$ cat src/rtl/dcache_pkg.sv
package dcache_pkg;

    localparam int XLEN            = 64;
    localparam int ADDR_W          = 32;
    localparam int OFFSET_W        = 3;
    localparam int DEFAULT_INDEX_W = 8;
    localparam int ROB_W           = 4;
    localparam int BUS_W           = 32;

    // bit 2 set means zero extension on loads
    typedef enum logic [2:0] {
        SZ_B  = 3'b000,
        SZ_H  = 3'b001,
        SZ_W  = 3'b010,
        SZ_D  = 3'b011,
        SZ_BU = 3'b100,
        SZ_HU = 3'b101,
        SZ_WU = 3'b110
    } size_e;

    typedef logic [XLEN-1:0] line_t;

    typedef struct packed {
        logic              is_store;
        size_e             size;
        logic [ADDR_W-1:0] addr;
        logic [XLEN-1:0]   st_data;
        logic [ROB_W-1:0]  rob;
    } cache_req_t;

    typedef struct packed {
        logic [XLEN-1:0]  ld_data;
        logic [ROB_W-1:0] rob;
    } cache_resp_t;

    // decoded access, store data already shifted to its byte lanes
    typedef struct packed {
        logic              valid;
        logic              is_store;
        size_e             size;
        logic [ADDR_W-1:0] addr;
        logic [XLEN/8-1:0] byte_en;
        logic [XLEN-1:0]   st_data;
        logic [ROB_W-1:0]  rob;
    } stage_t;

    typedef struct packed {
        logic              cyc;
        logic              we;
        logic [ADDR_W-1:0] adr;
        logic [BUS_W-1:0]  dat;
    } mem_req_t;

    // store bytes over an existing line
    function automatic line_t merge_line(line_t old_line, stage_t st);
        line_t res;
        res = old_line;
        for (int i = 0; i < XLEN / 8; i++) begin
            if (st.byte_en[i]) begin
                res[8*i +: 8] = st.st_data[8*i +: 8];
            end
        end
        return res;
    endfunction

endpackage

$ cat src/rtl/dcache_miss_unit.sv
`timescale 1ns/1ns

module dcache_miss_unit #(
    parameter  int INDEX_W = dcache_pkg::DEFAULT_INDEX_W,
    localparam int TAG_W   = dcache_pkg::ADDR_W - INDEX_W - dcache_pkg::OFFSET_W
) (
    input  logic                         clk,
    input  logic                         rstn,
    input  logic                         miss_valid_i,
    input  dcache_pkg::stage_t           miss_stage_i,
    input  logic [TAG_W-1:0]             miss_tag_i,
    input  logic                         miss_dirty_i,
    input  dcache_pkg::line_t            miss_line_i,
    output dcache_pkg::mem_req_t         mem_o,
    input  logic                         mem_ack_i,
    input  logic [dcache_pkg::BUS_W-1:0] mem_rdata_i,
    output logic                         install_valid_o,
    output logic [INDEX_W-1:0]           install_index_o,
    output logic [TAG_W-1:0]             install_tag_o,
    output dcache_pkg::line_t            install_line_o,
    output logic                         install_dirty_o,
    output logic                         ld_resp_valid_o,
    output dcache_pkg::stage_t           ld_stage_o,
    output dcache_pkg::line_t            ld_line_o
);

    localparam int BW = dcache_pkg::BUS_W;

    typedef enum logic [2:0] {
        MS_IDLE,
        MS_WB0,
        MS_WB1,
        MS_RD0,
        MS_RD1,
        MS_DONE
    } miss_state_e;

    miss_state_e        state;
    dcache_pkg::stage_t ent_stage;
    logic [TAG_W-1:0]   ent_vtag;
    dcache_pkg::line_t  ent_line;
    logic [INDEX_W-1:0] ent_index;
    logic               upper;

    assign ent_index = ent_stage.addr[dcache_pkg::OFFSET_W +: INDEX_W];
    // second beat moves the upper word
    assign upper     = (state == MS_WB1) | (state == MS_RD1);

    always_comb begin
        mem_o.cyc = (state != MS_IDLE) & (state != MS_DONE);
        mem_o.we  = (state == MS_WB0) | (state == MS_WB1);
        if (mem_o.we) begin
            mem_o.adr = {ent_vtag, ent_index, upper, 2'b00};
        end else begin
            mem_o.adr = {ent_stage.addr[dcache_pkg::ADDR_W-1:dcache_pkg::OFFSET_W], upper, 2'b00};
        end
        mem_o.dat = upper ? ent_line[BW +: BW] : ent_line[0 +: BW];
    end

    // store misses leave the line dirty with the store merged in
    assign install_valid_o = (state == MS_DONE);
    assign install_index_o = ent_index;
    assign install_tag_o   = ent_stage.addr[dcache_pkg::ADDR_W-1 -: TAG_W];
    assign install_dirty_o = ent_stage.is_store;
    assign install_line_o  = ent_stage.is_store ? dcache_pkg::merge_line(ent_line, ent_stage)
                                                : ent_line;

    assign ld_resp_valid_o = install_valid_o & ~ent_stage.is_store;
    assign ld_stage_o      = ent_stage;
    assign ld_line_o       = ent_line;

    always_ff @(posedge clk) begin
        if (rstn) begin
            state <= MS_IDLE;
        end else begin
            case (state)
                MS_IDLE: begin
                    if (miss_valid_i) begin
                        state <= miss_dirty_i ? MS_WB0 : MS_RD0;
                    end
                end
                MS_WB0:  if (mem_ack_i) state <= MS_WB1;
                MS_WB1:  if (mem_ack_i) state <= MS_RD0;
                MS_RD0:  if (mem_ack_i) state <= MS_RD1;
                MS_RD1:  if (mem_ack_i) state <= MS_DONE;
                default: state <= MS_IDLE;
            endcase
        end
    end

    // victim line is reused as the refill buffer
    always_ff @(posedge clk) begin
        if (state == MS_IDLE && miss_valid_i) begin
            ent_stage <= miss_stage_i;
            ent_vtag  <= miss_tag_i;
            ent_line  <= miss_line_i;
        end
        if (mem_ack_i && state == MS_RD0) begin
            ent_line[0 +: BW] <= mem_rdata_i;
        end
        if (mem_ack_i && state == MS_RD1) begin
            ent_line[BW +: BW] <= mem_rdata_i;
        end
    end

endmodule

$ cat config.mk
export PLATFORM = sky130hd
export DESIGN_NAME = dcache_miss_unit
export DESIGN_NICKNAME = d
export VERILOG_FILES = /design/src/rtl/dcache_pkg.sv /design/src/rtl/dcache_miss_unit.sv
export SDC_FILE = /design/constraint.sdc
export NUM_CORES = 1
export LEC_CHECK = 0
export ABC_AREA = 1
export BUFFER_PORTS_ARGS = -buffer_cell sky130_fd_sc_hd__buf_4
export CORE_AREA = 2 2 224 226
export CTS_BUF_LIST = sky130_fd_sc_hd__clkbuf_16
export CTS_CLUSTER_DIAMETER = 40
export CTS_CLUSTER_SIZE = 20
export DETAILED_ROUTE_END_ITERATION = 8
export DIE_AREA = 0 0 226 228
export PLACE_DENSITY = 0.5
export RECOVER_POWER = 25
export SETUP_SLACK_MARGIN = 0.3
export SYNTH_ARGS = -nofsm -noshare
export SYNTH_HDL_FRONTEND = slang
export SYNTH_SLANG_ARGS = --single-unit
$ cat constraint.sdc
create_clock -name clk -period 8.1 [get_ports clk]
set_input_delay 0.405 -clock clk [delete_from_list [all_inputs] [get_ports clk]]
set_output_delay 0.405 -clock clk [all_outputs]
set_load 0.1 [all_outputs]
# Yosys cells after proc, flatten, opt, wreduce, memory -nomap -nowiden
# Cells that the tools add are included.
# word_totals
output_inout_bits,339
inputBits,235
ff_bits,201
wordCells,56
# classes
reduce_logical,8
n_eq_ne,11
bitwise_logic,5
n_mux,21
# ops
op,n
$mux W32,4
$mux W64,2
$mux W8,8
$mux W3,5
$pmux W3 S5,1
$ne A2 B2 Y1 const B,5
$eq A3 B2 Y1 const B,2
$eq A3 B3 Y1 const B,2
$reduce_and A5 Y1,1
$reduce_bool A2 Y1,2
$eq A3 B1 Y1 const B,1
$logic_and A1 B1 Y1,3
$logic_not A3 Y1,1
$ne A3 B3 Y1 const B,1
$reduce_bool A3 Y1,1
$and A1 B1 Y1,2
$mux W2,1
$or A1 B1 Y1,2
$not A1 Y1,1

# Longest topological paths before layout
# Gate-level depths: netlist of run 1.
# depth
ltp_word,4
ltp_mapped,8
depth_no_buf,7

# Least setup slack after synthesis of run 1
# No wires, ideal clock.
# synth_timing
path_kind,register to output
from,"register ent_stage, in the netlist install_dirty_o"
to,output port ld_resp_valid_o
arrival_time_ps,4011
stages_incl_launch_ff,3
required_ps,7695
setup_slack_ps,3684
n_path_buf,1
path_cell_list,edfxtp_1 buf_2 nor4_1
# synth_between
elab_chain_cells,2
# synth_rtl
element,line_no,rtl
"start, declared",dcache_miss_unit.sv:39,dcache_pkg::stage_t ent_stage;
"start signal, assigned",dcache_miss_unit.sv:94,ent_stage <= miss_stage_i;
$not A1 Y1,dcache_miss_unit.sv:68,assign ld_resp_valid_o = install_valid_o & ~ent_stage.is_store;
$and A1 B1 Y1,dcache_miss_unit.sv:68,
"end, declared",dcache_miss_unit.sv:22,"output logic ld_resp_valid_o,"
# No other way between the ends.

==> run metrics, run 1 <==
status finished clean; Hold Path Class input port to flop; clk root buf clkbuf_16; Startpoint Class flop; first-pass GRT wire length between 50 and 60 mm; Critical Path AT roughly 3 ns; Final #Nets 1525; post-synthesis compound-gate area fraction roughly 8.5%; Top Ports 574; post-route clock period utilization a little over two fifths; cells after synthesis around 740; initial antenna violation count 1; total gr overflow 0; GRT Total Usage 13.4%; post-synthesis adder-cell area fraction 0%; Yosys cell types 24; most frequent cells after synthesis edfxtp_1, nand2_1, inv_1; cts bufs inserted just over 40; Post-Syn Area ~8900 sq um; slowest stage delay, CP approximately 0.60 ns; Detailed Route WL around 36 mm; CP Buf/Inv Count 2; critical-path cell list nor2_1 > nand2_2 > nand2_4 > buf_4 > nand2_2 > o21ai_2 > buf_4; DR vias/cell around 3.8; largest net degree at the start of global routing 75; Post-synth EDFFs between 150 and 200; Final Hold Fails 0; core footprint around 50000 sq um; DRC viols 0; Die Footprint 51500 sq um; Yosys reg bits roughly 200; Longest Clk Path Bufs 3; Setup Total Neg Slack 0 ns; DP HPWL between 20 and 30 mm; standard-cell rows 82; Slew @ Worst Pin between 1 and 1.5 ns; drt pass-1 iters 4; # diodes 0; post-synthesis xor/xnor area fraction 0%; clk sinks between 200 and 250; main flop type after synthesis edfxtp_1; synth warn 0; via count 7518; vias in the first global route about 8000; dominant cell type by area after synthesis edfxtp_1; WL per Instance around 18 um; Initial DRC Count about 320; die width around 230 um; H-tree level count 2; top post-synthesis cells by area edfxtp_1, nand2_1, buf_4, mux2_2, inv_1; Resize count post-CTS 0; count leader, synth edfxtp_1; Max-cap violations 0; Hold Crit Start miss_tag_i[1]; Final Max Slew Viols 0; critical path required time about 7.7 ns; Port Buf Inserts about 570; crit path max-delay cell type buf_4; Clock Latency Late Sink around 0.53 ns; delay-heaviest family, CP simple AND/OR/NAND/NOR gates; Routability Congestion around 0.82; P&R area growth vs syn 65.2%; Setup-failing EPs final 0; post-synthesis simple-gate area fraction approximately a tenth; maximum clock frequency 0.292 GHz; Clock transition at path regs approximately 0.050 ns; Die Span Y 228 um; Worst Skew slightly below 0.007 ns; fraction of layout cells with a size suffix above 1 50.2%; sequential share of the synthesized area roughly two thirds; CP Launch Point state[1]$_SDFFE_PP0P_; fin util just under 30%; FFs w/ async S/R, synth 0%; Initial Utilization between 15 and 20%; Crit Path Class flop to primary output; multiplexer area fraction after synthesis about 4.1%; largest family of logic cells by synthesized area simple AND/OR/NAND/NOR gates; unrepaired setup endpoints after global routing no; Detail Route Antenna Nets 0; worst flop-to-flop path startpoint state[1]$_SDFFE_PP0P_; crit path time final ~3.4 ns; CP Capture Type primary output; Synth Area per Inst ~12 sq um; CTS tree yes; top cell type's share of synthesized area approximately two thirds; Slew headroom 17.8%; CP max FO between 40 and 50
-- logic make-up after synthesis --
logic type	after synthesis
buf+inv	144
flops	201
compound gates	131
other cells	1
simple gates	229
mux	32
-- placed cells by master (no fill, tap or decap), types with 4 or more instances in the layout --
cell / count
nand2_1: 171
clkinv_1: 6
o21ai_0: 37
inv_1: 72
buf_4: 394
clkbuf_16: 43
clkinv_2: 8
nand3_1: 5
dlygate4sd3_1: 4
clkinv_4: 4
nor2_1: 36
o21ai_1: 34
a21oi_1: 34
clkbuf_1: 51
nand2_2: 10
edfxtp_1: 198
mux2_2: 32
clkbuf_4: 131
o21ai_2: 26
-- through the flow --
step                      setup slack, ns  cell area (sq um)  hold slack (ns)  std cells
after detailed placement             5.26              13500            0.584       1915
after global routing                 4.45              14700           0.0331       1992
after global placement               5.32              13500            0.577       1915
after floorplan                      3.68               8880            0.504        739
final                                4.67              14700           0.0692       1992
after CTS                            4.80              14900         0.000320       1992
-- metal layers --
layer | up-vias | part of all wire [%] | GRT usage [%]
met4 | 2 | 2.5 | 4.97
li1 | 3595 | - | -
met1 | 3492 | 37 | 14.1
met3 | 60 | 8.2 | 3.92
met2 | 369 | 52 | 24.9
met5 | - | 0.036 | 0
-- path summary, 6_finish.rpt --
| kind | cells past startpoint | end | slack (ns) |
|---|---|---|---|
| max | 7 | mem_o[29] | 4.67 |
| min | 1 | ent_vtag[1]$_DFFE_PP_ | 0.07 |
| min reg2reg | 2 | state[0]$_SDFFE_PP0P_ | 0.57 |
| max reg2reg | 4 | ld_stage_o[41]$_DFFE_PP_ | 5.07 |
-- flip-flops by register name, indices dropped and copies added (netlist names) --
register / count
ent_vtag: 21
install_dirty_o: 1
install_index_o: 8
install_tag_o: 21
ld_line_o: 64
ld_stage_o: 83
state: 3
-- layout make-up --
class                           instances  area (sq um)
Timing Repair Buffer                  580          4170
Tap cell                              672           841
Fill cell                            5181         34700
Multi-Input combinational cell        394          2050
Clock buffer                           43          1080
Inverter                               72           275
Clock inverter                         30           243
Sequential cell                       201          6010
-- timing repair --
item | 4_1_cts | 5_1_grt
buffers inserted | 0 | 0
setup endpoints to repair | 0 | 0
hold endpoints to repair | 4 | 0
hold buffers | 4 | 0
Power of run 1 is not shown: default switching activity piles up to over one toggle a cycle in this logic, so the estimate is an artifact.
==> run 2: changes to the inputs <==
PLACE_DENSITY = 0.51   (was 0.5)
clock period = 3.1 ns   (was 8.1 ns; I/O delays follow)
==> run 2 against run 1 <==
Register-to-register slack lost 4.5 ns. Design area rose by 20%. Via count is 16% higher. Critical endpoint is now mem_o[14]. Count of clock-buffer cells in the layout up 4. Non-clock buffer count rose by 266. Wire length rose by 9.4%. Die area unchanged.
==> run metrics, run 2 (synthesis gave the netlist of run 1 again) <==
total gr overflow 0 (unchanged); Worst Skew 0.0162 ns (was 0.00690 ns); core footprint 49300 sq um (unchanged); Top Ports 574 (unchanged); drt pass-1 iters 5 (was 4); largest net degree at the start of global routing 91 (was 75); Initial DRC Count 318 (was 316); Slew @ Worst Pin 1.23 ns (was 1.24 ns); clk sinks 201 (unchanged); Detailed Route WL 39.4 mm (was 36.0 mm); clk root buf clkbuf_16 (unchanged); DR vias/cell 3.83 (was 3.77); post-route clock period utilization a little over four fifths; commonest non-fill, non-tap cell in the layout buf_4 (unchanged); commonest non-fill, non-tap cells in the layout buf_4, dlygate4sd3_1, edfxtp_1, nand2_1, clkbuf_4 (was buf_4, edfxtp_1, nand2_1, clkbuf_4, inv_1); die width 226 um (unchanged); DP HPWL 28.6 mm (was 27.7 mm); standard-cell rows 82 (unchanged); CP Launch Point state[1]$_SDFFE_PP0P_ (unchanged); WL per Instance 17.3 um (was 18.1 um); Hold Crit Start mem_ack_i (was miss_tag_i[1]); delay-heaviest family, CP simple AND/OR/NAND/NOR gates (unchanged); Routability Congestion 0.811 (was 0.824); max FFs per register 83 (unchanged); slowest stage delay, CP 0.54 ns (was 0.60 ns); Slew headroom 18.5% (was 17.8%); DRC viols 0 (unchanged); Final Max Slew Viols 0 (unchanged); vias in the first global route 9285 (was 7781); P&R area growth vs syn 97.9% (was 65.2%); critical path required time 2.94 ns (was 7.70 ns); H-tree level count 2 (unchanged); fraction of layout cells with a size suffix above 1 42.8% (was 50.2%); maximum clock frequency 0.380 GHz; Max-cap violations 0 (unchanged); CP max FO 37 (was 44); Hold Path Class input port to flop (unchanged); Detail Route Antenna Nets 0 (unchanged); Die Footprint 51500 sq um (unchanged); Startpoint Class flop (unchanged); cts bufs inserted 45 (was 41); DP Worst Slack 0.940 ns (was 5.26 ns); Crit Path Class flop to primary output (unchanged); first-pass GRT wire length 56.4 mm (was 50.4 mm); Final #Nets 1795 (was 1525); setup ws final 0.470 ns (was 4.67 ns); initial antenna violation count 4 (was 1); critical-path cell list nand3_1 > nand2_8 > buf_12 > nand2_1 > o21ai_2 > buf_4 (was nor2_1 > nand2_2 > nand2_4 > buf_4 > nand2_2 > o21ai_2 > buf_4); Longest Clk Path Bufs 3 (unchanged); number of fillers in the final layout 4917 (was 5181); crit path time final 2.63 ns; crit path max-delay cell type dfxtp_1 (was buf_4); GRT Total Usage 14.8% (was 13.4%); Setup-failing EPs final 0 (unchanged); Clock Latency Late Sink 0.56 ns (was 0.53 ns); worst flop-to-flop path startpoint state[1]$_SDFFE_PP0P_ (unchanged); unrepaired setup endpoints after global routing no (unchanged); Port Buf Inserts 571 (unchanged); via count 8686 (was 7518); CP Capture Type primary output (unchanged); CTS tree yes (unchanged); CP Buf/Inv Count 2 (unchanged); Clock transition at path regs 0.04 ns (was 0.05 ns); Die Span Y 228 um (unchanged); status finished clean (unchanged); Final Hold Fails 0 (unchanged); Critical Path AT 2.47 ns (was 3.02 ns); Initial Utilization 18.0% (unchanged); # Post-CTS Setup Buffers 0 (unchanged)
==> run 2: cell types whose count changed in the layout (fill, tap and decap cells not counted), moves of 3 or more <==
cell / change
buf_12: +3
clkbuf_16: +4
clkinv_2: -4
clkinv_4: +4
dlygate4sd3_1: +261
inv_6: +3
==> run 2: metal layers <==
metal	vias up	global-route usage [%]	routed length, um
met1	4086	15.3	14500
met2	375	27.6	20700
met5	-	0	24
li1	4157	-	-
met3	64	4.59	3030
met4	4	5.42	1150
==> run 2: area by class of cell <==
| class | instances | area (sq um) | area share, % |
|---|---|---|---|
| Sequential cell | 201 | 6010 | 34.2 |
| Multi-Input combinational cell | 394 | 2090 | 11.9 |
| Timing Repair Buffer | 846 | 6860 | 39.1 |
| Tap cell | 672 | 841 | 4.79 |
| Clock buffer | 47 | 1180 | 6.70 |
| Inverter | 72 | 277 | 1.57 |
| Antenna cell | 2 | 5.00 | 0.0285 |
| Clock inverter | 35 | 293 | 1.67 |
==> run 2: repair_timing <==
action                                 CTS  global route
hold buffers                           265             0
setup endpoints to repair                0            10
endpoints found under the hold margin  201             0
resized for setup                        0             1
==> run 2: path summary, 6_finish.rpt <==
path	endpoint	slack, ns	cells after the start
max	mem_o[14]	0.47	6
min	state[0]$_SDFFE_PP0P_	0.11	6
max reg2reg	ld_line_o[44]$_DFFE_PP_	0.55	6
min reg2reg	state[0]$_SDFFE_PP0P_	0.54	2
==> run 2: tightest hold or removal path: cells and delay by family <==
family	cells	cell delay [ns]
buffers and inverters	1	0.12
AND/OR/NAND/NOR	5	0.35
==> run 2: stage by stage <==
| step | hold slack [ns] | instances | utilization [%] | setup TNS, ns | instance area (sq um) |
|---|---|---|---|---|---|
| floorplan | 0.254 | 739 | - | -5.77 | 8920 |
| global placement | 0.333 | 1920 | 27.6 | 0 | 13600 |
| detailed placement | 0.334 | 1920 | 27.6 | 0 | 13600 |
| CTS | 0.0637 | 2267 | 35.9 | 0 | 17700 |
| global route | 0.110 | 2268 | 35.6 | 0 | 17600 |
| finish | 0.113 | 2269 | 35.6 | 0 | 17600 |
Power of run 2 is left out for the same reason.
