File: config.mk
export PLATFORM = sky130hd
export DESIGN_NAME = dcache_req_decode
export DESIGN_NICKNAME = d
export VERILOG_FILES = /design/src/rtl/dcache_pkg.sv /design/src/rtl/dcache_req_decode.sv
export SDC_FILE = /design/constraint.sdc
export NUM_CORES = 1
export LEC_CHECK = 0
export BUFFER_PORTS_ARGS = -buffer_cell sky130_fd_sc_hd__buf_2
export CORE_ASPECT_RATIO = 1.1
export CORE_MARGIN = 4
export CORE_UTILIZATION = 50
export DETAILED_ROUTE_END_ITERATION = 8
export GPL_TIMING_DRIVEN = 0
export PLACE_DENSITY = 0.83
export SLEW_MARGIN = 30
export SYNTH_ARGS = -nofsm -noshare
export SYNTH_HDL_FRONTEND = slang
export SYNTH_SLANG_ARGS = --single-unit
File: constraint.sdc
create_clock -name clk -period 2.45 [get_ports clk]
set_input_delay 0.245 -clock clk [delete_from_list [all_inputs] [get_ports clk]]
set_output_delay 0.245 -clock clk [all_outputs]
set_load 0.05 [all_outputs]
File: src/rtl/dcache_pkg.sv
package dcache_pkg;

    localparam int XLEN            = 64;
    localparam int ADDR_W          = 32;
    localparam int OFFSET_W        = 3;
    localparam int DEFAULT_INDEX_W = 8;
    localparam int ROB_W           = 4;
    localparam int BUS_W           = 32;

    // bit 2 set means zero extension on loads
    typedef enum logic [2:0] {
        SZ_B  = 3'b000,
        SZ_H  = 3'b001,
        SZ_W  = 3'b010,
        SZ_D  = 3'b011,
        SZ_BU = 3'b100,
        SZ_HU = 3'b101,
        SZ_WU = 3'b110
    } size_e;

    typedef logic [XLEN-1:0] line_t;

    typedef struct packed {
        logic              is_store;
        size_e             size;
        logic [ADDR_W-1:0] addr;
        logic [XLEN-1:0]   st_data;
        logic [ROB_W-1:0]  rob;
    } cache_req_t;

    typedef struct packed {
        logic [XLEN-1:0]  ld_data;
        logic [ROB_W-1:0] rob;
    } cache_resp_t;

    // decoded access, store data already shifted to its byte lanes
    typedef struct packed {
        logic              valid;
        logic              is_store;
        size_e             size;
        logic [ADDR_W-1:0] addr;
        logic [XLEN/8-1:0] byte_en;
        logic [XLEN-1:0]   st_data;
        logic [ROB_W-1:0]  rob;
    } stage_t;

    typedef struct packed {
        logic              cyc;
        logic              we;
        logic [ADDR_W-1:0] adr;
        logic [BUS_W-1:0]  dat;
    } mem_req_t;

    // store bytes over an existing line
    function automatic line_t merge_line(line_t old_line, stage_t st);
        line_t res;
        res = old_line;
        for (int i = 0; i < XLEN / 8; i++) begin
            if (st.byte_en[i]) begin
                res[8*i +: 8] = st.st_data[8*i +: 8];
            end
        end
        return res;
    endfunction

endpackage

File: src/rtl/dcache_req_decode.sv
`timescale 1ns/1ns

module dcache_req_decode (
    input  logic                   clk,
    input  logic                   rstn,
    input  logic                   req_valid_i,
    input  dcache_pkg::cache_req_t req_i,
    input  logic                   stall_i,
    input  logic                   busy_i,
    output logic                   req_ready_o,
    output dcache_pkg::stage_t     stage_o
);

    logic                      ready_en_q;
    logic                      hold;
    logic [7:0]                size_mask;
    logic [dcache_pkg::OFFSET_W-1:0] offs;
    dcache_pkg::stage_t        stage_d;

    // frozen by result back-pressure or an open miss
    assign hold        = stall_i | busy_i;
    assign req_ready_o = ready_en_q & ~hold;
    assign offs        = req_i.addr[dcache_pkg::OFFSET_W-1:0];

    always_comb begin
        case (req_i.size[1:0])
            2'b00:   size_mask = 8'h01;
            2'b01:   size_mask = 8'h03;
            2'b10:   size_mask = 8'h0f;
            default: size_mask = 8'hff;
        endcase
        stage_d.valid    = req_valid_i & req_ready_o;
        stage_d.is_store = req_i.is_store;
        stage_d.size     = req_i.size;
        stage_d.addr     = req_i.addr;
        stage_d.byte_en  = size_mask << offs;
        stage_d.st_data  = req_i.st_data << {offs, 3'b000};
        stage_d.rob      = req_i.rob;
    end

    always_ff @(posedge clk) begin
        if (rstn) begin
            ready_en_q <= 1'b0;
            stage_o    <= '0;
        end else begin
            ready_en_q <= 1'b1;
            if (!hold) begin
                stage_o <= stage_d;
            end
        end
    end

endmodule

Word-level counts from Yosys, hierarchy flattened
Index checks and enable logic that the tools add are counted.
{ "word_totals": {"elab_cells": 19, "input_bits": 109, "out_inout_bits": 114, "regBits": 114} }
{ "op_classes": {"n_reduce_logical": 1, "muxes": 2, "shifts": 2, "n_eq_ne": 2, "bitwise_logic": 4} }
{ "op_table": {"columns": ["cell", "count"], "rows": [
  ["$shl 64x6->64", 1],
  ["$pmux 8 s3", 1],
  ["$shl 8x3->8", 1],
  ["$and 1x1->1", 2],
  ["$eq 2x1->1 const B", 1],
  ["$eq 2x2->1 const B", 1],
  ["$logic_not 2->1", 1],
  ["$mux 1", 1],
  ["$not 1->1", 1],
  ["$or 1x1->1", 1]
]} }

Logic depth before layout (Yosys ltp)
Gate-level depths: netlist of run 1.
{ "logic_depth": {"ltp_word": 4, "depth_mapped": 7, "ltp_nobuf": 4} }

Worst setup path after synthesis of run 1
OpenSTA, ideal clock, no wires.
{ "synth_path": {"kind": "input-to-output", "from": "input port busy_i", "to": "output port req_ready_o", "t_required_ns": 2.205, "path_buffers": 1, "t_arrival_ns": 1.285, "path_slack_ns": 0.920, "stages": 3, "cell_sequence": "nor2_1 > clkbuf_1 > and2_1"} }
{ "synth_via": {"elab_chain_cells": 3} }
{ "synth_lines": {"columns": ["element", "line_no", "source"], "rows": [
  ["start, declared", "dcache_req_decode.sv:9", "input logic busy_i,"],
  ["$or 1x1->1", "dcache_req_decode.sv:21", "assign hold = stall_i | busy_i;"],
  ["$not 1->1", "dcache_req_decode.sv:22", "assign req_ready_o = ready_en_q & ~hold;"],
  ["$and 1x1->1", "dcache_req_decode.sv:22", null],
  ["end, declared", "dcache_req_decode.sv:10", "output logic req_ready_o,"]
]} }
Every way passes these cells.

Final worst setup path of run 1
Ends and elaborated chain as after synthesis.

==> results of run 1 <==
-- where the power goes --
| part | internal (mW) | switching, mW |
|---|---|---|
| clock network | 1.77 | 0.830 |
| registers | 1.94 | 0.0396 |
| logic | 0.296 | 0.699 |
-- worst reg2reg max path: stages (launching register included) --
cell      delay [ps]
dfxtp_1          320
a222oi_1         350
nor2_1            70
-- logic make-up after synthesis --
| family | Yosys count |
|---|---|
| DFF | 114 |
| AOI/OAI and AO/OA | 167 |
| and+or+nand+nor | 182 |
| buffers and inverters | 59 |
| muxes | 89 |
-- registers in the layout, indices dropped and copies added (netlist names) --
signal / flops
ready_en_q: 1
stage_o: 113
-- layer usage --
metal | vias to the layer above | track usage (%) | wire length [µm] | part of all wire (%)
met5 | - | 0 | 0 | 0
met1 | 2673 | 37.41 | 7517 | 38
met3 | 83 | 8.802 | 2340 | 12
met2 | 437 | 52.60 | 9145 | 46
li1 | 2665 | - | - | -
met4 | 0 | 17.53 | 981 | 4.9
-- layout make-up --
cell class                 count  area (µm²)
timing repair buffer         219        1096
sequential                   114        2282
clock inverter                 9       153.9
buffer                        55       271.5
inverter                       4       15.01
multi-input combinational    438        2731
clock buffer                  22       474.2
tap                          143       178.9
fill                         897        3191
-- path summary, 6_finish.rpt --
kind                    start           to  slack (ps)
hold / removal      req_i[80]  stage_o[88]          80
hold reg to reg   stage_o[88]  stage_o[88]         450
setup reg to reg  stage_o[51]  stage_o[51]        1580
setup / recovery       busy_i  req_ready_o         430
-- placed cells by master, fill, tap and decap left out, drive strengths merged, types with 6 or more instances in the layout --
cell / netlist / final
buf: 30 / 249
a221oi: 10 / 10
mux2: 8 / 8
a222oi: 8 / 8
nand2: 101 / 101
a22oi: 38 / 38
mux2i: 81 / 81
o22ai: 9 / 9
nor3: 6 / 6
dfxtp: 114 / 114
a21oi: 63 / 63
clkbuf: 25 / 47
nand3b: 7 / 7
o21ai: 28 / 28
nor2: 60 / 60
-- metrics by stage --
step                utilization (%)  cells  power [mW]  instance area [µm²]
global route                  69.30   1004       5.747                 7203
CTS                           69.30   1004       5.575                 7203
floorplan                         -    611       2.658                 5300
finish                        69.30   1004       5.574                 7203
global placement              63.26    973       2.977                 6575
detailed placement            63.26    973       2.984                 6575
==> results.json, run 1 <==
{
  "cts_buffer_depth": 2,
  "syn-cell-area_um2": 5300,
  "drt-pass1-iter-count": 5,
  "ios": 223,
  "max_slew_margin_pct": 51.06,
  "drtIter0Drc": 648,
  "drc": 0,
  "whs_path_depth": 3,
  "synth_nets": 720,
  "leakagePower_nw": 3.423,
  "final-hold-violation-count": 0,
  "crit_family": "buffers and inverters",
  "cp_slowest_cell": "nor2_1",
  "post_cts_resized": 0,
  "h-tree-depth": 4,
  "synth_compound_area_share_pct": 19.92,
  "ys_seq_elements": 114,
  "grt_pass1_wl_um": 30080,
  "crit_type": "primary input to output port",
  "min_period_ps": 2024,
  "synthXorXnorAreaFrac_pct": 0,
  "gp_routability_congestion": 0.9661,
  "globalRoute.totalOverflow": 0,
  "grt_pass1_vias": 5686,
  "nets": 958,
  "ys_top_cells_by_count": "114 x dfxtp_1, 101 x nand2_1, 81 x mux2i_1, 63 x a21oi_1, 59 x nor2_1",
  "max_cap_viol_count": 0,
  "n_antenna_cell": 0,
  "row_count": 39,
  "synth_ff_type": "dfxtp_1",
  "arrival_ps": 1780,
  "cts_tree": "yes",
  "start_kind": "primary input",
  "ir_drop_uv": 398.4,
  "areaGrowthSynthToFinish_pct": 35.91,
  "clock.fmax_mhz": 494.1,
  "drv_slew": 0,
  "power_density_nw_per_um2": 773.9,
  "post-route-worst-setup-slack_ps": 426.0,
  "clock_skew_ps": 0.2721,
  "crit_chain": "buf_2 > nor2_1 > clkbuf_1 > and2_1 > buf_2",
  "synth_adder_area_share_pct": 0,
  "worst-r2r-cell-count": 2,
  "synth_async_sr_flop_share_pct": 0,
  "dpl.hpwl_um": 14880,
  "required_ps": 2200,
  "cts-root-buf": "clkbuf_16",
  "track_usage_pct": 31.75,
  "synth-simple-area-share_pct": 14.61,
  "routed_wl_um": 19990,
  "ys_seq_area_share_pct": 43.06,
  "avgSynthCellArea_um2": 8.674,
  "setup_tns_ps": 0,
  "worst-path-stages": 5,
  "synth_mux_area_share_pct": 17.00,
  "synth_top_area_share_pct": 43.06,
  "clk-insertion-delay-late_ps": 400,
  "cts_buffers": 17,
  "antenna_found_initial": 0,
  "crit_top_cell": "buf_2",
  "final.hold.worst_slack_ps": 79.15,
  "path_clk_slew_ps": 50,
  "hold_class": "primary input to flip-flop",
  "die_h_um": 116.0,
  "hold_buffers": 0,
  "grt_max_degree": 17,
  "dieArea_um2": 12310,
  "ys_types": 37,
  "critPathMaxFanout": 10,
  "ys_warn_count": 0,
  "synth_area_leaders": "dfxtp_1 43%, mux2i_1 15%, nand2_1 7.2%, a21oi_1 5.9%, a22oi_1 5.4%",
  "cts_setup_buffers": 0,
  "coreArea_um2": 10390,
  "rsz0062_at_grt": "no",
  "portBuffers": 219,
  "worst_slew_pin_slew_ps": 715.6,
  "synth_enable_flop_cells": 0,
  "synth_top_family_by_area": "compound AO/OA/AOI/OAI gates",
  "vias": 5858,
  "outcome": "finished clean",
  "postSynthCellCount": 611,
  "antenna_left": 0,
  "setup_viol": 0,
  "clock_sinks": 114,
  "via_per_inst": 5.835,
  "wl_per_cell_um": 19.91,
  "slowest_delay_ps": 500,
  "pre_cts_ws_ps": 394.1,
  "worstSetupEndpointType": "output port",
  "dieWidth_um": 106.2,
  "fin_crit_sh_pct": 82.61,
  "yosysTopAreaCell": "dfxtp_1",
  "start_util_pct": 50.99,
  "synth.most_common_cell": "dfxtp_1",
  "drive_above_1_share_pct": 33.33,
  "cp_num_buf_inv": 3
}
Note: power is estimated with default switching activity, not from simulation.
==> run 2, diff against run 1 <==
--- a/config.mk
+++ b/config.mk
@@ -8,10 +8,10 @@
 export BUFFER_PORTS_ARGS = -buffer_cell sky130_fd_sc_hd__buf_2
 export CORE_ASPECT_RATIO = 1.1
 export CORE_MARGIN = 4
-export CORE_UTILIZATION = 50
+export CORE_UTILIZATION = 43
 export DETAILED_ROUTE_END_ITERATION = 8
 export GPL_TIMING_DRIVEN = 0
-export PLACE_DENSITY = 0.83
+export PLACE_DENSITY = 0.76
 export SLEW_MARGIN = 30
 export SYNTH_ARGS = -nofsm -noshare
 export SYNTH_HDL_FRONTEND = slang
==> constraint.sdc (replaced) <==
create_clock -name clk -period 1.6 [get_ports clk]
set_input_delay 0.16 -clock clk [delete_from_list [all_inputs] [get_ports clk]]
set_output_delay 0.16 -clock clk [all_outputs]
set_load 0.05 [all_outputs]
==> run 2 against run 1 <==
Net effect:
- combinational power up 60%
- wire length up 5.3%
- clock power up 49%
- die area up 15%
- sequential cell count unchanged
- first-iteration DRC count down 16%
- via count up 1.3%
- non-clock buffer count up 32
- clock-buffer cell count down 1
- sequential power up 53%
- critical path type is now primary input to flip-flop
- largest power group unchanged
==> results.json, run 2 (synthesis results as in run 1) <==
{
  "outcome": "finished clean",
  "max_slew_margin_pct": 51.90,
  "die_h_um": 124.4,
  "fin_crit_sh_pct": 88.89,
  "gp_routability_congestion": 0.9540,
  "hold_class": "primary input to flip-flop",
  "fin_util_pct": 62.58,
  "max_cap_viol_count": 0,
  "arrival_ps": 1700,
  "antenna_left": 0,
  "min_period_ps": 1422,
  "cts_tree": "yes",
  "start_kind": "primary input",
  "placed_area_um2": 6589,
  "path_clk_slew_ps": 50,
  "worst_slew_pin_slew_ps": 721.5,
  "crit_type": "primary input to flip-flop",
  "ios": 223,
  "clock_sinks": 114,
  "wl_per_cell_um": 20.09,
  "track_usage_pct": 28.68,
  "h-tree-depth": 4,
  "cts-root-buf": "clkbuf_16",
  "antenna_found_initial": 2,
  "ir_drop_uv": 627.5,
  "portBuffers": 219,
  "clock_skew_ps": 2.053,
  "power_density_nw_per_um2": 1129,
  "rsz0062_at_grt": "no",
  "vias": 5934,
  "swShare_pct": 28.75,
  "p_comb_share_pct": 18.7,
  "coreArea_um2": 12030,
  "grt_max_degree": 17,
  "drtIter0Drc": 544,
  "drc": 0,
  "row_count": 42,
  "cts_buffer_depth": 2,
  "drv_slew": 0,
  "grt_pass1_vias": 5967,
  "clk-insertion-delay-late_ps": 410,
  "clock.fmax_mhz": 703.1,
  "nets": 990,
  "final-hold-violation-count": 0,
  "fin_area_um2": 7531,
  "dieWidth_um": 113.9,
  "leakagePower_nw": 3.548,
  "p_int_mw": 6.055,
  "routed_wl_um": 21040,
  "worstSetupEndpointType": "flip-flop",
  "regMostFlops": "stage_o",
  "dpl.hpwl_um": 15520,
  "finalNonFillerCells": 1047,
  "via_per_inst": 5.668,
  "power_switching_mw": 2.444,
  "mostFrequentLayoutCells": "238 x buf_2, 114 x dfxtp_1, 101 x nand2_1",
  "drt-pass1-iter-count": 6,
  "clkPwrFrac_pct": 45.7,
  "required_ps": 1880,
  "largest_register_ff_count": 113,
  "cts_buffers": 17,
  "areaGrowthSynthToFinish_pct": 42.09,
  "pwr-share-seq_pct": 35.6,
  "start_util_pct": 44.04,
  "drive_above_1_share_pct": 32.51,
  "critPathMaxFanout": 10,
  "grt_pass1_wl_um": 31860,
  "globalRoute.totalOverflow": 0,
  "dp.cells": 984,
  "reg_top3": "stage_o x113, ready_en_q x1",
  "final_common_cell": "buf_2",
  "dieArea_um2": 14170,
  "setup_viol": 0
}
==> run 2: per-stage QoR <==
stage	power [mW]	setup slack (ps)	setup TNS, ps	hold WS, ps
after floorplan	4.070	240.4	0	296.0
after global placement	4.568	-250.4	-502.5	403.2
after detailed placement	4.579	-300.2	-626.7	407.1
after CTS	8.519	91.80	0	3.147
after global routing	8.774	139.6	0	19.50
final	8.499	177.7	0	9.097
==> run 2: cell type report <==
type / count / area, µm²
Antenna cell: 1 / 2.502
Buffer: 55 / 272.8
Clock buffer: 21 / 480.5
Clock inverter: 9 / 130.1
Fill cell: 1040 / 4503
Inverter: 4 / 15.01
Multi-Input combinational cell: 438 / 2739
Sequential cell: 114 / 2282
Tap cell: 154 / 192.7
Timing Repair Buffer: 251 / 1416
==> run 2: worst max-delay path: stages <==
cell and delay (ps):
buf_2 130, or2_1 240, buf_2 190, buf_1 310
a2111oi_0 570, nor2_1 110
==> run 2: what timing repair did <==
action / 4_1_cts / 5_1_grt
hold buffers: 32 / 0
endpoints found under the setup margin: 1 / 1
resized for setup: 2 / 1
endpoints found under the hold margin: 32 / 0
setup buffers: 0 / 0
==> run 2: path summary, 6_finish.rpt <==
| check | slack, ps | startpoint | end | cells after the start |
|---|---|---|---|---|
| hold / removal | 9 | req_i[99] | stage_o[107] | 3 |
| hold reg to reg | 450 | stage_o[101] | stage_o[101] | 2 |
| setup reg to reg | 760 | stage_o[45] | stage_o[45] | 2 |
| setup / recovery | 180 | busy_i | stage_o[72] | 6 |
==> run 2: power groups by stage <==
stage | Sequential, mW | Clock (mW) | Combinational (mW)
4_1_cts | 3.02 | 3.93 | 1.57
2_1_floorplan | 3.49 | 0 | 0.579
3_3_place_gp | 3.08 | 0 | 1.49
3_5_place_dp | 3.08 | 0 | 1.50
6_report | 3.03 | 3.88 | 1.59
5_1_grt | 3.04 | 4.06 | 1.68
==> run 2: layer usage <==
metal / track usage, % / share of wire [%] / wire length (µm) / vias up
met3: 7.483 / 8.5 / 1796 / 71
met4: 15.16 / 5.2 / 1093 / 2
li1: - / - / - / 2729
met2: 47.59 / 47 / 9945 / 357
met1: 33.57 / 39 / 8189 / 2775
met5: 0 / 0.057 / 12 / -
==> run 3, diff against run 2 <==
--- a/config.mk
+++ b/config.mk
@@ -11,6 +11,7 @@
 export CORE_UTILIZATION = 43
 export DETAILED_ROUTE_END_ITERATION = 8
 export GPL_TIMING_DRIVEN = 0
+export HOLD_SLACK_MARGIN = 0.1
 export PLACE_DENSITY = 0.76
 export SLEW_MARGIN = 30
 export SYNTH_ARGS = -nofsm -noshare
==> run 3 against run 2 <==
Net effect:
- global-route usage up 0.23 points
- wire length grew 0.54%
- combinational power barely moved
- sequential share of layout area decreased by 0.51 points
- die area stayed put
- largest power group unchanged
- total power is 0.25% higher
- utilization is 1.1 points higher
- register-to-register slack about the same
- hold slack gained 120 ps
- via count is 0.49% higher
==> results.json, run 3 (synthesis results as in run 1) <==
{
  "max_cap_viol_count": 0,
  "hold_class": "primary input to flip-flop",
  "clk-insertion-delay-late_ps": 410,
  "start_kind": "primary input",
  "dpl.hpwl_um": 15520,
  "antenna_left": 0,
  "via_per_inst": 5.625,
  "crit_top_cell": "buf_2",
  "dieArea_um2": 14170,
  "slowest_delay_ps": 560,
  "min_period_ps": 1407,
  "drt-pass1-iter-count": 6,
  "power_density_nw_per_um2": 1112,
  "fin_area_um2": 7661,
  "track_usage_pct": 28.91,
  "drive_above_1_share_pct": 32.04,
  "start_util_pct": 44.04,
  "antenna_found_initial": 1,
  "cts_tree": "yes",
  "cp_num_buf_inv": 3,
  "grt_max_degree": 17,
  "cts_buffer_depth": 2,
  "max_slew_margin_pct": 51.83,
  "required_ps": 1870,
  "fin_crit_sh_pct": 87.93,
  "placed_area_um2": 6589,
  "vias": 5963,
  "row_count": 42,
  "setup_tns_ps": 0,
  "final_common_cell": "buf_2",
  "post-route-worst-setup-slack_ps": 193.1,
  "outcome": "finished clean",
  "leakagePower_nw": 3.602,
  "clock_sinks": 114,
  "path_clk_slew_ps": 50,
  "whs_path_depth": 4,
  "crit_chain": "buf_2 > or2_1 > buf_2 > buf_1 > a2111oi_0 > nor2_1",
  "cp_slowest_cell": "a2111oi_0",
  "grt_pass1_vias": 6061,
  "gp_routability_congestion": 0.9540,
  "final.hold.worst_slack_ps": 132.1,
  "wl_per_cell_um": 19.95,
  "mostFrequentLayoutCells": "238 x buf_2, 114 x dfxtp_1, 101 x nand2_1",
  "cts_setup_buffers": 0,
  "arrival_ps": 1680,
  "worst-r2r-cell-count": 2,
  "cts-root-buf": "clkbuf_16",
  "crit_type": "primary input to flip-flop",
  "rsz0062_at_grt": "no",
  "worst_slew_pin_slew_ps": 722.6,
  "clock_skew_ps": 1.958,
  "nets": 1003,
  "grt_pass1_wl_um": 32150,
  "drc": 0,
  "crit_family": "buffers and inverters",
  "finalNonFillerCells": 1060,
  "finalPower_mw": 8.520,
  "largest_register_ff_count": 113,
  "die_h_um": 124.4,
  "reg_top3": "stage_o x113, ready_en_q x1",
  "setup_viol": 0,
  "clock.fmax_mhz": 710.8,
  "worst-path-stages": 6,
  "cts_buffers": 17,
  "h-tree-depth": 4,
  "globalRoute.totalOverflow": 0,
  "fin_util_pct": 63.66,
  "final-hold-violation-count": 0,
  "portBuffers": 219,
  "ios": 223,
  "ir_drop_uv": 625.9,
  "worstSetupEndpointType": "flip-flop",
  "drtIter0Drc": 596,
  "pre_cts_ws_ps": -300.2,
  "areaGrowthSynthToFinish_pct": 44.55,
  "regMostFlops": "stage_o",
  "dp.cells": 984,
  "drv_slew": 0,
  "dieWidth_um": 113.9,
  "coreArea_um2": 12030,
  "routed_wl_um": 21150,
  "critPathMaxFanout": 10
}
-- run 3: cell types whose count changed in the layout (fill, tap and decap cells not counted) --
| cell | delta |
|---|---|
| dlygate4sd3_1 | +13 |
-- run 3: worst paths after layout --
check / start / endpoint / slack (ps)
setup / recovery: busy_i / stage_o[72] / 190
hold / removal: stall_i / stage_o[112] / 130
setup reg to reg: stage_o[45] / stage_o[45] / 760
hold reg to reg: stage_o[59] / stage_o[59] / 450
-- run 3: worst min-delay path, stage by stage --
cell and delay, ps:
buf_2 120, nor2_4 70, nand3_1 80, a21oi_1 50
-- run 3: per-layer routing --
layer | GRT usage (%) | vias up | share of wire (%)
li1 | - | 2752 | -
met2 | 48.18 | 381 | 47
met5 | 0 | - | 0
met4 | 15.58 | 0 | 5.5
met3 | 7.094 | 75 | 8.9
met1 | 33.80 | 2755 | 39
-- run 3: final cells by class --
cell class | count | area, µm²
inverters | 4 | 15.01
clock buffers | 21 | 480.5
well taps | 154 | 192.7
multi-input cells | 438 | 2739
plain buffers | 55 | 272.8
fillers | 1022 | 4373
flip-flops and latches | 114 | 2282
clock inverters | 9 | 130.1
repair buffers | 264 | 1546
diodes | 1 | 2.502
-- run 3: report_power, final --
| part | switching [mW] | total [mW] | internal (mW) |
|---|---|---|---|
| Clock | 1.29 | 3.88 | 2.59 |
| Combinational | 1.09 | 1.62 | 0.525 |
| Sequential | 0.0609 | 3.02 | 2.96 |
| Total | 2.44 | 8.52 | 6.08 |
-- run 3: what timing repair did --
| action | in CTS | in global routing |
|---|---|---|
| setup endpoints to repair | 1 | 1 |
| gates resized for setup | 2 | 1 |
| hold buffers | 45 | 0 |
| endpoints found under the hold margin | 51 | 0 |
